==> src/design/cpuPkg.sv <==
package cpuPkg;

	// machine sizes
	localparam int wordWidth = 32;
	localparam int regCount = 16;
	localparam int regSelWidth = 4; // width of Ra, Rb, Rc fields
	localparam int memWords = 512;
	localparam int memAddrWidth = 9;

	// instruction field positions
	localparam int opcodeMsb = 31;
	localparam int opcodeLsb = 27;
	localparam int raLsb = 23;
	localparam int rbLsb = 19;
	localparam int rcLsb = 15;
	localparam int constMsb = 18; // C sits in 18..0, sign extended
	localparam int condMsb = 20; // branch condition code
	localparam int condLsb = 19;
	localparam int linkRegister = 15; // return address for jal

	// opcodes in instruction set order, 0 to 27
	typedef enum logic [4:0] {
		opLd, opLdi, opSt, opAdd, opSub, opAnd, opOr, opShr, opShra, opShl,
		opRor, opRol, opAddi, opAndi, opOri, opMul, opDiv, opNeg, opNot, opBr,
		opJr, opJal, opIn, opOut, opMfhi, opMflo, opNop, opHalt
	} opcodeT;

	// steps of each class are contiguous so most steps fall through by +1
	typedef enum logic [7:0] {
		stReset,
		stFetch0, stFetch1, stFetch2, stFetch3,
		stLd0, stLd1, stLd2, stLd3, stLd4,
		stLdi0, stLdi1, stLdi2,
		stSt0, stSt1, stSt2, stSt3, stSt4,
		stAluReg0, stAluReg1, stAluReg2,
		stAluImm0, stAluImm1, stAluImm2,
		stMulDiv0, stMulDiv1, stMulDivWait, stMulDiv2, stMulDiv3,
		stUnary0, stUnary1,
		stBr0, stBr1, stBr2, stBr3,
		stJr, stJal0, stJal1, stIn, stOut, stMfhi, stMflo,
		stNop0, stNop1, stNop2, stNop3, stNop4,
		stHalt
	} stateT;

	// one driver on the bus at a time
	typedef enum logic [3:0] {
		srcNone, srcReg, srcPc, srcMdr, srcRzLo, srcRzHi, srcHi, srcLo, srcImm, srcInPort
	} busSourceT;

	typedef struct packed {
		busSourceT busSource;
		logic regA; // register select from Ra
		logic regB;
		logic regC;
		logic regIn;
		logic baseAddr; // R0 reads as zero
		logic pcIn;
		logic incPc;
		logic irIn;
		logic mdrIn;
		logic memRead; // MDR takes memory instead of bus
		logic marIn;
		logic ryIn;
		logic rzIn;
		logic hiIn;
		logic loIn;
		logic condIn;
		logic outPortIn;
		logic memWrite;
		opcodeT aluOp;
		logic aluStart;
	} controlWordT;

endpackage

==> src/design/controlUnit.sv <==
`timescale 1ns/1ps

module controlUnit (
	input  logic clock,
	input  logic reset,
	input  logic [cpuPkg::wordWidth-1:0] ir,
	input  logic branchTaken,
	input  logic aluDone,
	output cpuPkg::controlWordT control,
	output logic halted,
	output logic [15:0] instrCount
);

	cpuPkg::stateT state;
	cpuPkg::stateT nextState;
	cpuPkg::stateT decodeState;
	cpuPkg::opcodeT opcode;

	assign opcode = cpuPkg::opcodeT'(ir[cpuPkg::opcodeMsb:cpuPkg::opcodeLsb]);
	assign halted = (state == cpuPkg::stHalt); // halt loops on itself until reset

	// first step of each instruction class
	always_comb begin
		case (opcode)
			cpuPkg::opLd: decodeState = cpuPkg::stLd0;
			cpuPkg::opLdi: decodeState = cpuPkg::stLdi0;
			cpuPkg::opSt: decodeState = cpuPkg::stSt0;
			cpuPkg::opAdd, cpuPkg::opSub, cpuPkg::opAnd, cpuPkg::opOr, cpuPkg::opShr,
			cpuPkg::opShra, cpuPkg::opShl, cpuPkg::opRor, cpuPkg::opRol:
				decodeState = cpuPkg::stAluReg0;
			cpuPkg::opAddi, cpuPkg::opAndi, cpuPkg::opOri: decodeState = cpuPkg::stAluImm0;
			cpuPkg::opMul, cpuPkg::opDiv: decodeState = cpuPkg::stMulDiv0;
			cpuPkg::opNeg, cpuPkg::opNot: decodeState = cpuPkg::stUnary0;
			cpuPkg::opBr: decodeState = cpuPkg::stBr0;
			cpuPkg::opJr: decodeState = cpuPkg::stJr;
			cpuPkg::opJal: decodeState = cpuPkg::stJal0;
			cpuPkg::opIn: decodeState = cpuPkg::stIn;
			cpuPkg::opOut: decodeState = cpuPkg::stOut;
			cpuPkg::opMfhi: decodeState = cpuPkg::stMfhi;
			cpuPkg::opMflo: decodeState = cpuPkg::stMflo;
			cpuPkg::opHalt: decodeState = cpuPkg::stHalt;
			default: decodeState = cpuPkg::stNop0; // nop and unused codes
		endcase
	end

	always_comb begin
		nextState = cpuPkg::stateT'(state + 8'd1); // default is the following step
		case (state)
			cpuPkg::stFetch3: nextState = decodeState;
			cpuPkg::stLd4, cpuPkg::stLdi2, cpuPkg::stSt4, cpuPkg::stAluReg2, cpuPkg::stAluImm2,
			cpuPkg::stMulDiv3, cpuPkg::stUnary1, cpuPkg::stBr3, cpuPkg::stNop4:
				nextState = cpuPkg::stFetch0;
			cpuPkg::stMulDivWait: if (!aluDone) nextState = cpuPkg::stMulDivWait;
			// short ones padded out by the nop chain
			cpuPkg::stJr, cpuPkg::stIn, cpuPkg::stOut, cpuPkg::stMfhi, cpuPkg::stMflo:
				nextState = cpuPkg::stNop1;
			cpuPkg::stJal1: nextState = cpuPkg::stNop2;
			cpuPkg::stHalt: nextState = cpuPkg::stHalt;
			default: ;
		endcase
	end

	always_ff @(posedge clock or posedge reset) begin
		if (reset) begin
			state <= cpuPkg::stReset;
			instrCount <= '0;
		end else begin
			state <= nextState;
			if (state == cpuPkg::stFetch1)
				instrCount <= instrCount + 16'd1; // one count per fetch
		end
	end

	always_comb begin
		control = '0;
		case (state)
			cpuPkg::stFetch0: begin
				control.busSource = cpuPkg::srcPc;
				control.marIn = 1'b1;
				control.incPc = 1'b1; // MAR gets old PC
			end
			cpuPkg::stFetch1, cpuPkg::stLd3: begin
				control.memRead = 1'b1;
				control.mdrIn = 1'b1;
			end
			cpuPkg::stFetch2: begin
				control.busSource = cpuPkg::srcMdr;
				control.irIn = 1'b1;
			end
			cpuPkg::stLd0, cpuPkg::stLdi0, cpuPkg::stSt0: begin
				control.busSource = cpuPkg::srcReg;
				control.regB = 1'b1;
				control.baseAddr = 1'b1; // Rb of R0 means absolute
				control.ryIn = 1'b1;
			end
			cpuPkg::stAluReg0, cpuPkg::stAluImm0: begin
				control.busSource = cpuPkg::srcReg;
				control.regB = 1'b1;
				control.ryIn = 1'b1;
			end
			cpuPkg::stLd1, cpuPkg::stLdi1, cpuPkg::stSt1, cpuPkg::stBr2, cpuPkg::stAluImm1: begin
				control.busSource = cpuPkg::srcImm;
				control.rzIn = 1'b1;
				control.aluOp = (state == cpuPkg::stAluImm1) ? opcode : cpuPkg::opAdd;
				control.aluStart = 1'b1;
			end
			cpuPkg::stAluReg1, cpuPkg::stUnary0: begin
				control.busSource = cpuPkg::srcReg;
				control.regC = (state == cpuPkg::stAluReg1);
				control.regB = (state == cpuPkg::stUnary0); // unary ops only see the bus
				control.rzIn = 1'b1;
				control.aluOp = opcode;
				control.aluStart = 1'b1;
			end
			cpuPkg::stLd2, cpuPkg::stSt2: begin
				control.busSource = cpuPkg::srcRzLo; // effective address
				control.marIn = 1'b1;
			end
			cpuPkg::stLd4: begin
				control.busSource = cpuPkg::srcMdr;
				control.regA = 1'b1;
				control.regIn = 1'b1;
			end
			cpuPkg::stLdi2, cpuPkg::stAluReg2, cpuPkg::stAluImm2, cpuPkg::stUnary1: begin
				control.busSource = cpuPkg::srcRzLo;
				control.regA = 1'b1;
				control.regIn = 1'b1;
			end
			cpuPkg::stSt3: begin
				control.busSource = cpuPkg::srcReg;
				control.regA = 1'b1;
				control.mdrIn = 1'b1;
			end
			cpuPkg::stSt4: control.memWrite = 1'b1;
			cpuPkg::stMulDiv0: begin
				control.busSource = cpuPkg::srcReg;
				control.regA = 1'b1;
				control.ryIn = 1'b1;
			end
			cpuPkg::stMulDiv1: begin
				control.busSource = cpuPkg::srcReg;
				control.regB = 1'b1;
				control.aluOp = opcode;
				control.aluStart = 1'b1; // operands latched here
			end
			cpuPkg::stMulDivWait: begin
				control.rzIn = 1'b1; // RZ holds the final value once done
				control.aluOp = opcode;
			end
			cpuPkg::stMulDiv2: begin
				control.busSource = cpuPkg::srcRzHi;
				control.hiIn = 1'b1;
			end
			cpuPkg::stMulDiv3: begin
				control.busSource = cpuPkg::srcRzLo;
				control.loIn = 1'b1;
			end
			cpuPkg::stBr0: begin
				control.busSource = cpuPkg::srcReg;
				control.regA = 1'b1;
				control.condIn = 1'b1;
			end
			cpuPkg::stBr1: begin
				control.busSource = cpuPkg::srcPc;
				control.ryIn = 1'b1;
			end
			cpuPkg::stBr3: begin
				if (branchTaken) begin
					control.busSource = cpuPkg::srcRzLo; // PC + C
					control.pcIn = 1'b1;
				end
			end
			cpuPkg::stJr, cpuPkg::stJal1: begin
				control.busSource = cpuPkg::srcReg;
				control.regA = 1'b1;
				control.pcIn = 1'b1;
			end
			cpuPkg::stJal0: begin
				control.busSource = cpuPkg::srcPc;
				control.regIn = 1'b1; // register file steers this to R15
			end
			cpuPkg::stIn: begin
				control.busSource = cpuPkg::srcInPort;
				control.regA = 1'b1;
				control.regIn = 1'b1;
			end
			cpuPkg::stOut: begin
				control.busSource = cpuPkg::srcReg;
				control.regA = 1'b1;
				control.outPortIn = 1'b1;
			end
			cpuPkg::stMfhi, cpuPkg::stMflo: begin
				control.busSource = (state == cpuPkg::stMfhi) ? cpuPkg::srcHi : cpuPkg::srcLo;
				control.regA = 1'b1;
				control.regIn = 1'b1;
			end
			default: ; // reset, fetch3, nop chain and halt are idle
		endcase
	end

	// encoding stays within the defined steps
	assert property (@(posedge clock) disable iff (reset) state <= cpuPkg::stHalt);

	// no restart of the ALU while a mul or div is still running
	assert property (@(posedge clock) disable iff (reset)
		(state == cpuPkg::stMulDivWait || !aluDone) |-> !control.aluStart);

endmodule

==> config.mk <==
export PLATFORM = sky130hd
export DESIGN_NAME = controlUnit
export DESIGN_NICKNAME = d
export VERILOG_FILES = /design/src/design/cpuPkg.sv /design/src/design/controlUnit.sv
export SDC_FILE = /design/constraint.sdc
export NUM_CORES = 1
export LEC_CHECK = 0
export CAP_MARGIN = 20
export CELL_PAD_IN_SITES_DETAIL_PLACEMENT = 0
export CELL_PAD_IN_SITES_GLOBAL_PLACEMENT = 1
export CORE_MARGIN = 3
export CORE_UTILIZATION = 49
export DETAILED_ROUTE_END_ITERATION = 10
export DONT_BUFFER_PORTS = 1
export PLACE_DENSITY = 0.93
export SLEW_MARGIN = 20
export SYNTH_ARGS = -nofsm -noshare
export SYNTH_HDL_FRONTEND = slang
export SYNTH_SLANG_ARGS = --single-unit
==> constraint.sdc <==
create_clock -name clock -period 5.1 [get_ports clock]
set_input_delay 1.02 -clock clock [delete_from_list [all_inputs] [get_ports clock]]
set_output_delay 1.02 -clock clock [all_outputs]
set_load 0.01 [all_outputs]
==> impl_metrics.ini, run 1 <==
[placement]
dpl.cell_count = 300
place_congestion = 0.872
place_area_sq_mm = 0.00213
dpl.hpwl_um = 3680
portBuffers = 0

[detailed_routing]
ant_nets = 0
vias = 1950
routed_wl_um = 5180
post_drt_wl_per_cell_um = 17.0
first_iter_violations = 186
dr.pass1.iters = 4
drc = 0
avgViaCountPerCell = 6.41

[run_status]
status = complete, no violations

[cts]
clock_path_buffers = 2
root_buffer = clkbuf_8
cts_setup_buffers = 0
ctsHtreeMaxLevel = 1
cts_hold_buf = 0
clock-sinks = 24
cts_resized = 0
clkTransAtPathRegs_ps = 80
cts_tree = yes
numCtsBuffers = 3
clkLatencyLatePin_ps = 260

[global_routing]
grt_pass1_vias = 1720
overflow = 0
grt-busiest-layer = met1
met1_usage = 0.299
grt_max_degree = 31
grt_use_met2 = 0.297
use_met3 = 0.0457
grt_usage = 0.201
antenna_found_initial = 0
grt_pass1_wl_um = 8600

[synthesis]
synth_edf_count = 0
syn_area_sq_mm = 0.00215
avgSynthCellArea_sq_um = 8.00
netlist_top_cells_area = dfrtp_1, xnor2_1, nand2_1, o21ai_0, nor2_1
synth-seq-area-share = 0.279
synthArstFlopShare = 1.00
synth_largest_area_cell = dfrtp_1
postSynthCellCount = 269
netlist.area_leader.share = 0.279
syn-num-nets = 312
yosysUniqueCellTypes = 54
ys_seq_elements = 24
ys.flop_type = dfrtp_1
yosysWarnings = 0

[power_and_ir_drop]
pwr_density_cell_mw_per_mm2 = 525
leakage_nw = 0.887
total_power_mw = 1.15
ir_drop_uv = 278

[layout]
design_area_sq_mm = 0.00220
post-route-util = 0.535
finalNonFillerCells = 304
syn_to_final_growth_pct = 2.27
nets = 298
layout-drive-gt1-share = 0.0669
antenna_cells = 0
mostFrequentLayoutCell = nand2_1
fillers = 399
mostFrequentLayoutCells = nand2_1, nor2_1, dfrtp_1

[worst_setup_path]
end_kind = primary output
crit_chain = inv_1, ha_1, nor2b_1, o32ai_1, nand2_1, nand2_1
worstPathRequired_ps = 4080
crit_top_cell = nand2_1
cp-start-kind = flip-flop
cp_max_fo = 16
worst-setup-path-type = flip-flop to primary output
critPathMaxStageDelay_ps = 600
slowest_stage = o32ai_1
arrival_ps = 2410

[sta]
maxSlewViolCount = 0
rsz0062_at_grt = false
finalSetupViolCount = 0
slew_headroom = 0.405
setup_tns_ps = 0
fin_crit_sh = 0.673
period_minus_slack_ps = 3430
hold_violations = 0
fmaxAchievable_ghz = 0.291
worst_slew_pin_slew_ps = 893
clock_skew_ps = 1.66

[floorplanning]
num_rows = 23
die-area_sq_mm = 0.00522
io_pins = 81
core_sq_mm = 0.00412
die_w_um = 72.3
start_util = 0.523
die_h_um = 72.3

[run]
max_cap_violations = 0

[worst_hold_path]
min_path_type = flip-flop to flip-flop
routing by layer:
metal  routed length (um)  vias up
met1                 2440      944
met5                    0        -
li1                     -      935
met3                  296        8
met2                 2390       63
met4                   53        0
metrics by stage:
| stage | hold WS (ps) | worst slack (ps) |
|---|---|---|
| global placement | 529 | 1990 |
| detailed placement | 535 | 2000 |
| global route | 568 | 1440 |
| finish | 540 | 1670 |
| floorplan | 508 | 2280 |
| CTS | 546 | 1700 |
cell usage after synthesis, types with 3 or more instances:
cell / n
a21oi_1: 17
a31oi_1: 8
and2_1: 5
and3_1: 6
buf_2: 5
clkbuf_1: 13
dfrtp_1: 24
ha_1: 7
inv_1: 9
mux2_2: 3
mux2i_1: 4
nand2_1: 26
nand2b_1: 6
nand3_1: 10
nand3b_1: 6
nand4_1: 4
nor2_1: 24
nor2b_1: 3
nor3_1: 6
o21a_1: 3
o21ai_0: 18
o32ai_1: 4
xnor2_1: 17
xor2_1: 4
sequential cells by signal, indices dropped and copies added (netlist names):
name,flops
instrCount,16
state,8
where the power goes:
part	leakage [nW]	internal (mW)	switching [mW]
Combinational	0.531	0.240	0.398
Sequential	0.320	0.231	0.122
Clock	0.0357	0.105	0.0575
Total	0.887	0.576	0.578
critical path: cells and delay by family, from the launching register on:
| family | cells | cell delay, ps |
|---|---|---|
| flip-flops | 1 | 410 |
| adder cells (fa/ha/maj) | 1 | 560 |
| AND/OR/NAND/NOR | 3 | 450 |
| AO/OA/AOI/OAI | 1 | 600 |
| buffers and inverters | 1 | 120 |
final timing paths:
path                                            start                    endpoint  slack (ps)  cells past startpoint
min                        instrCount[15]$_DFFE_PP0P_  instrCount[15]$_DFFE_PP0P_         540                      1
min reg2reg                instrCount[15]$_DFFE_PP0P_  instrCount[15]$_DFFE_PP0P_         540                      1
max in group asynchronous                       reset          state[4]$_DFF_PP0_        3750                      1
max                                state[0]$_DFF_PP0_                 control[20]        1670                      6
max reg2reg                        state[2]$_DFF_PP0_          state[0]$_DFF_PP0_        2530                      5
min in group asynchronous                       reset  instrCount[14]$_DFFE_PP0P_         820                      1
cells by family (layout without fill, tap and decap cells):
kind of cell	count (synthesis)	after routing	share of synthesized area
xor+xnor	21	21	0.0855
compound gates	67	67	0.211
flops	24	24	0.279
simple gates	115	115	0.294
buf+inv	28	13	0.0553
fa+ha+maj	7	7	0.0407
mux	7	7	0.0343
area by class of cell:
class / count / area, sq um / area share
sequential: 24 / 601 / 0.273
tap: 50 / 62.6 / 0.0284
inverter: 9 / 33.8 / 0.0154
multi-input combinational: 217 / 1430 / 0.651
clock inverter: 1 / 30.0 / 0.0137
clock buffer: 3 / 41.3 / 0.0188
Power figures use the tool's default switching activity.
==> inputs of run 2 (changes only) <==
Settings changed: CORE_UTILIZATION 49 to 41, PLACE_DENSITY 0.93 to 0.84.
Clock period 5.1 ns to 3 ns, I/O delays scaled along.
==> impl_metrics.ini, run 2 (synthesis results as in run 1) <==
[cts]
root_buffer = clkbuf_8
cts_tree = yes
cts_hold_buf = 0
clock_path_buffers = 2
cts_setup_buffers = 0
clock-sinks = 24
ctsHtreeMaxLevel = 1
clkTransAtPathRegs_ps = 80
clkLatencyLatePin_ps = 260
numCtsBuffers = 3

[placement]
place_area_sq_mm = 0.00222
place_congestion = 0.853
portBuffers = 0
dpl.hpwl_um = 4090
dpl.cell_count = 326
preCtsSetupSlack_ps = 435

[detailed_routing]
ant_nets = 0
avgViaCountPerCell = 5.97
drc = 0
vias = 1969
first_iter_violations = 199
dr.pass1.iters = 4
routed_wl_um = 5350
post_drt_wl_per_cell_um = 16.2

[worst_setup_path]
critPathMaxStageDelay_ps = 820
slowest_stage = or4b_1
crit_chain = or4b_1, nor3_1, or2_2, and2_1
worstPathRequired_ps = 2400
worst-path-buf-inv = 0
rrSetupSlack_ps = 660
reg2reg_to = state[0]$_DFF_PP0_
worst-setup-path-type = flip-flop to primary output
r2r_start = state[3]$_DFF_PP0_
cp-start-kind = flip-flop
reg2reg_depth = 6
cp_max_fo = 16
crit_family = simple AND/OR/NAND/NOR gates
arrival_ps = 2190
end_kind = primary output

[worst_hold_path]
min_path_type = input port to async pin

[layout]
mostFrequentLayoutCells = nand2_1, nor2_1, dfrtp_1
reg_top3 = instrCount x16, state x8
largest_reg_flops = 16
mostFrequentLayoutCell = nand2_1
design_area_sq_mm = 0.00227
antenna_cells = 0
syn_to_final_growth_pct = 5.76
top_register = instrCount
nets = 307
layout-drive-gt1-share = 0.103
post-route-util = 0.466
finalNonFillerCells = 330

[global_routing]
grt_pass1_wl_um = 9060
overflow = 0
grt_max_degree = 25
use_met3 = 0.0378
met1_usage = 0.246
grt_pass1_vias = 1876
grt-busiest-layer = met2
grt_use_met2 = 0.290
grt_usage = 0.177
antenna_found_initial = 0

[sta]
clock_skew_ps = 3.57
slew_headroom = 0.412
fin_crit_sh = 0.930
fmaxAchievable_ghz = 0.358
maxSlewViolCount = 0
rsz0062_at_grt = false
worst_slew_pin_slew_ps = 881
period_minus_slack_ps = 2790
setup_tns_ps = 0
finalSetupViolCount = 0
worst_slack_ps = 209
hold_violations = 0

[floorplanning]
core_sq_mm = 0.00488
die_h_um = 78.4
die_w_um = 78.4
num_rows = 25
start_util = 0.441
io_pins = 81
die-area_sq_mm = 0.00615

[power_and_ir_drop]
pwr_density_cell_mw_per_mm2 = 863
netSwitchingFraction = 0.500
combinationalPowerShare = 0.610
power_switching_mw = 0.981
leakage_nw = 0.924
p_seq_frac = 0.283
ir_drop_uv = 282
internal-power_mw = 0.982
pwr-share-clk = 0.108

[run_status]
status = complete, no violations

[run]
max_cap_violations = 0
[run 2: worst max-delay path by stage]
| stage | from | to | slack [ps] | depth (start not counted) |
|---|---|---|---|---|
| 4_1_cts | state[0]$_DFF_PP0_ | control[12] | 130 | 6 |
| 5_1_grt | state[5]$_DFF_PP0_ | control[4] | 50 | 4 |
| 3_3_place_gp | state[0]$_DFF_PP0_ | control[12] | 420 | 6 |
| 6_report | state[5]$_DFF_PP0_ | control[4] | 210 | 4 |
| 2_1_floorplan | state[4]$_DFF_PP0_ | control[15] | 600 | 5 |
| 3_5_place_dp | state[0]$_DFF_PP0_ | control[12] | 440 | 6 |
[run 2: area by class of cell]
cell class                      count  area (sq um)
Multi-Input combinational cell    217          1430
Fill cell                         527          2610
Clock buffer                        4          55.1
Timing Repair Buffer                9          67.6
Sequential cell                    24           601
Inverter                            9          33.8
Tap cell                           67          83.8
[run 2: through the flow]
| step | hold WS [ps] | power [mW] |
|---|---|---|
| 2_1_floorplan | 508 | 1.47 |
| 3_3_place_gp | 530 | 1.74 |
| 3_5_place_dp | 538 | 1.75 |
| 4_1_cts | 443 | 1.96 |
| 5_1_grt | 480 | 2.13 |
| 6_report | 408 | 1.96 |
[run 2: timing repair]
item                                   CTS  global route
setup endpoints to repair                0             2
resized for setup                        0             1
endpoints found under the hold margin    0             0
[run 2: power by group through the flow]
stage,Clock (mW),Combinational [mW],Sequential (mW)
floorplan,0,0.995,0.475
finish,0.211,1.20,0.555
global placement,0,1.18,0.558
detailed placement,0,1.19,0.560
CTS,0.221,1.19,0.553
global route,0.234,1.33,0.574
[run 2: metal layers]
layer	wire length [um]	vias to the layer above
li1	-	952
met1	2470	951
met2	2570	60
met3	287	6
met4	26	0
met5	0	-
==> inputs of run 3 (changes only) <==
Settings changed: PLACE_DENSITY 0.84 to 0.73.
==> impl_metrics.ini, run 3 (synthesis results as in run 1) <==
[sta]
finalSetupViolCount = 0
fin_crit_sh = 0.949
setup_tns_ps = 0
slew_headroom = 0.391
clock_skew_ps = 2.95
rsz0062_at_grt = false
hold_violations = 0
maxSlewViolCount = 0
period_minus_slack_ps = 2850
worst_slew_pin_slew_ps = 912
fmaxAchievable_ghz = 0.351

[layout]
antenna_cells = 0
syn_to_final_growth_pct = 5.99
mostFrequentLayoutCells = nand2_1, nor2_1, dfrtp_1
mostFrequentLayoutCell = nand2_1
finalNonFillerCells = 331
layout-drive-gt1-share = 0.102
ff_latch_area_sq_um = 601
multi_input_area_sq_mm = 0.00143
largest_reg_flops = 16
nets = 308
fillers = 515
reg_top3 = instrCount x16, state x8
top_register = instrCount

[power_and_ir_drop]
combinationalPowerShare = 0.620
ir_drop_uv = 369
power_switching_mw = 1.00
netSwitchingFraction = 0.506
leakage_nw = 0.932
p_seq_frac = 0.269
internal-power_mw = 0.978
pwr_density_cell_mw_per_mm2 = 867
pwr-share-clk = 0.111

[worst_setup_path]
crit_chain = or4b_1, nor3_1, or2_2, and2_1
arrival_ps = 2250
reg2reg_depth = 6
rrSetupSlack_ps = 560
end_kind = primary output
cp_max_fo = 16
slowest_stage = or4b_1
critPathMaxStageDelay_ps = 830
worst-setup-path-type = flip-flop to primary output
reg2reg_to = state[0]$_DFF_PP0_
worstPathRequired_ps = 2400
r2r_start = state[2]$_DFF_PP0_
cp-start-kind = flip-flop

[floorplanning]
io_pins = 81
core_sq_mm = 0.00488
die_w_um = 78.4
die-area_sq_mm = 0.00615
num_rows = 25
die_h_um = 78.4
start_util = 0.441

[cts]
cts_resized = 0
numCtsBuffers = 3
cts_setup_buffers = 0
clkTransAtPathRegs_ps = 80
root_buffer = clkbuf_8
cts_tree = yes
clock_path_buffers = 2
clock-sinks = 24
clkLatencyLatePin_ps = 270
ctsHtreeMaxLevel = 1
cts_hold_buf = 0

[placement]
dpl.cell_count = 327
place_congestion = 0.817
dpl.hpwl_um = 4160
portBuffers = 0

[detailed_routing]
avgViaCountPerCell = 5.83
first_iter_violations = 150
post_drt_wl_per_cell_um = 16.5
drc = 0
vias = 1930
dr.pass1.iters = 4
ant_nets = 0
routed_wl_um = 5460

[global_routing]
grt_pass1_vias = 1814
overflow = 0
grt_usage = 0.179
antenna_found_initial = 0
grt_pass1_wl_um = 9030
grt_max_degree = 25

[run]
max_cap_violations = 0

[run_status]
status = complete, no violations

[worst_hold_path]
min_path_type = input port to async pin
run 3: changes by cell type in the layout (fill, tap and decap cells not counted), sizes merged:
| cell | before | now |
|---|---|---|
| buf | 9 | 10 |
run 3: metrics by stage:
stage | worst slack, ps | util | hold slack [ps] | power [mW] | instance area [sq um]
2_1_floorplan | 595 | - | 508 | 1.47 | 2150
3_3_place_gp | 484 | 0.456 | 529 | 1.75 | 2220
3_5_place_dp | 473 | 0.456 | 536 | 1.76 | 2220
4_1_cts | 154 | 0.467 | 441 | 1.99 | 2280
5_1_grt | 0.0422 | 0.467 | 489 | 2.15 | 2280
6_report | 153 | 0.467 | 414 | 1.98 | 2280
run 3: routing by layer:
metal / track usage / vias up / wire length, um
met5: 0 / - / 0
met4: 0.0402 / 0 / 43
met3: 0.0447 / 7 / 329
met2: 0.265 / 53 / 2470
met1: 0.263 / 916 / 2620
li1: - / 954 / -
run 3: worst max-delay path by stage:
stage / startpoint / cells past startpoint / end / slack (ps)
global route: state[5]$_DFF_PP0_ / 4 / control[5] / 0.04
CTS: state[5]$_DFF_PP0_ / 4 / control[4] / 150
floorplan: state[4]$_DFF_PP0_ / 5 / control[15] / 600
finish: state[5]$_DFF_PP0_ / 4 / control[4] / 150
detailed placement: state[5]$_DFF_PP0_ / 4 / control[4] / 470
global placement: state[5]$_DFF_PP0_ / 4 / control[5] / 480
run 3: area by class of cell:
cell class	instances	share of cell area
clock buffer	4	0.0241
multi-input combinational	217	0.628
timing repair buffer	10	0.0329
inverter	9	0.0148
tap	67	0.0368
sequential	24	0.263
run 3: critical path: cells and delay by family (launching register included):
family           cells  cell delay (ps)
AND/OR/NAND/NOR      4             1500
flip-flops           1              480
run 3: power groups by stage:
stage               combinational [mW]  sequential, mW  clock [mW]
floorplan                        0.995           0.475           0
global placement                  1.22           0.536           0
detailed placement                1.22           0.539           0
CTS                               1.23           0.532       0.229
global route                      1.36           0.549       0.241
finish                            1.23           0.532       0.219
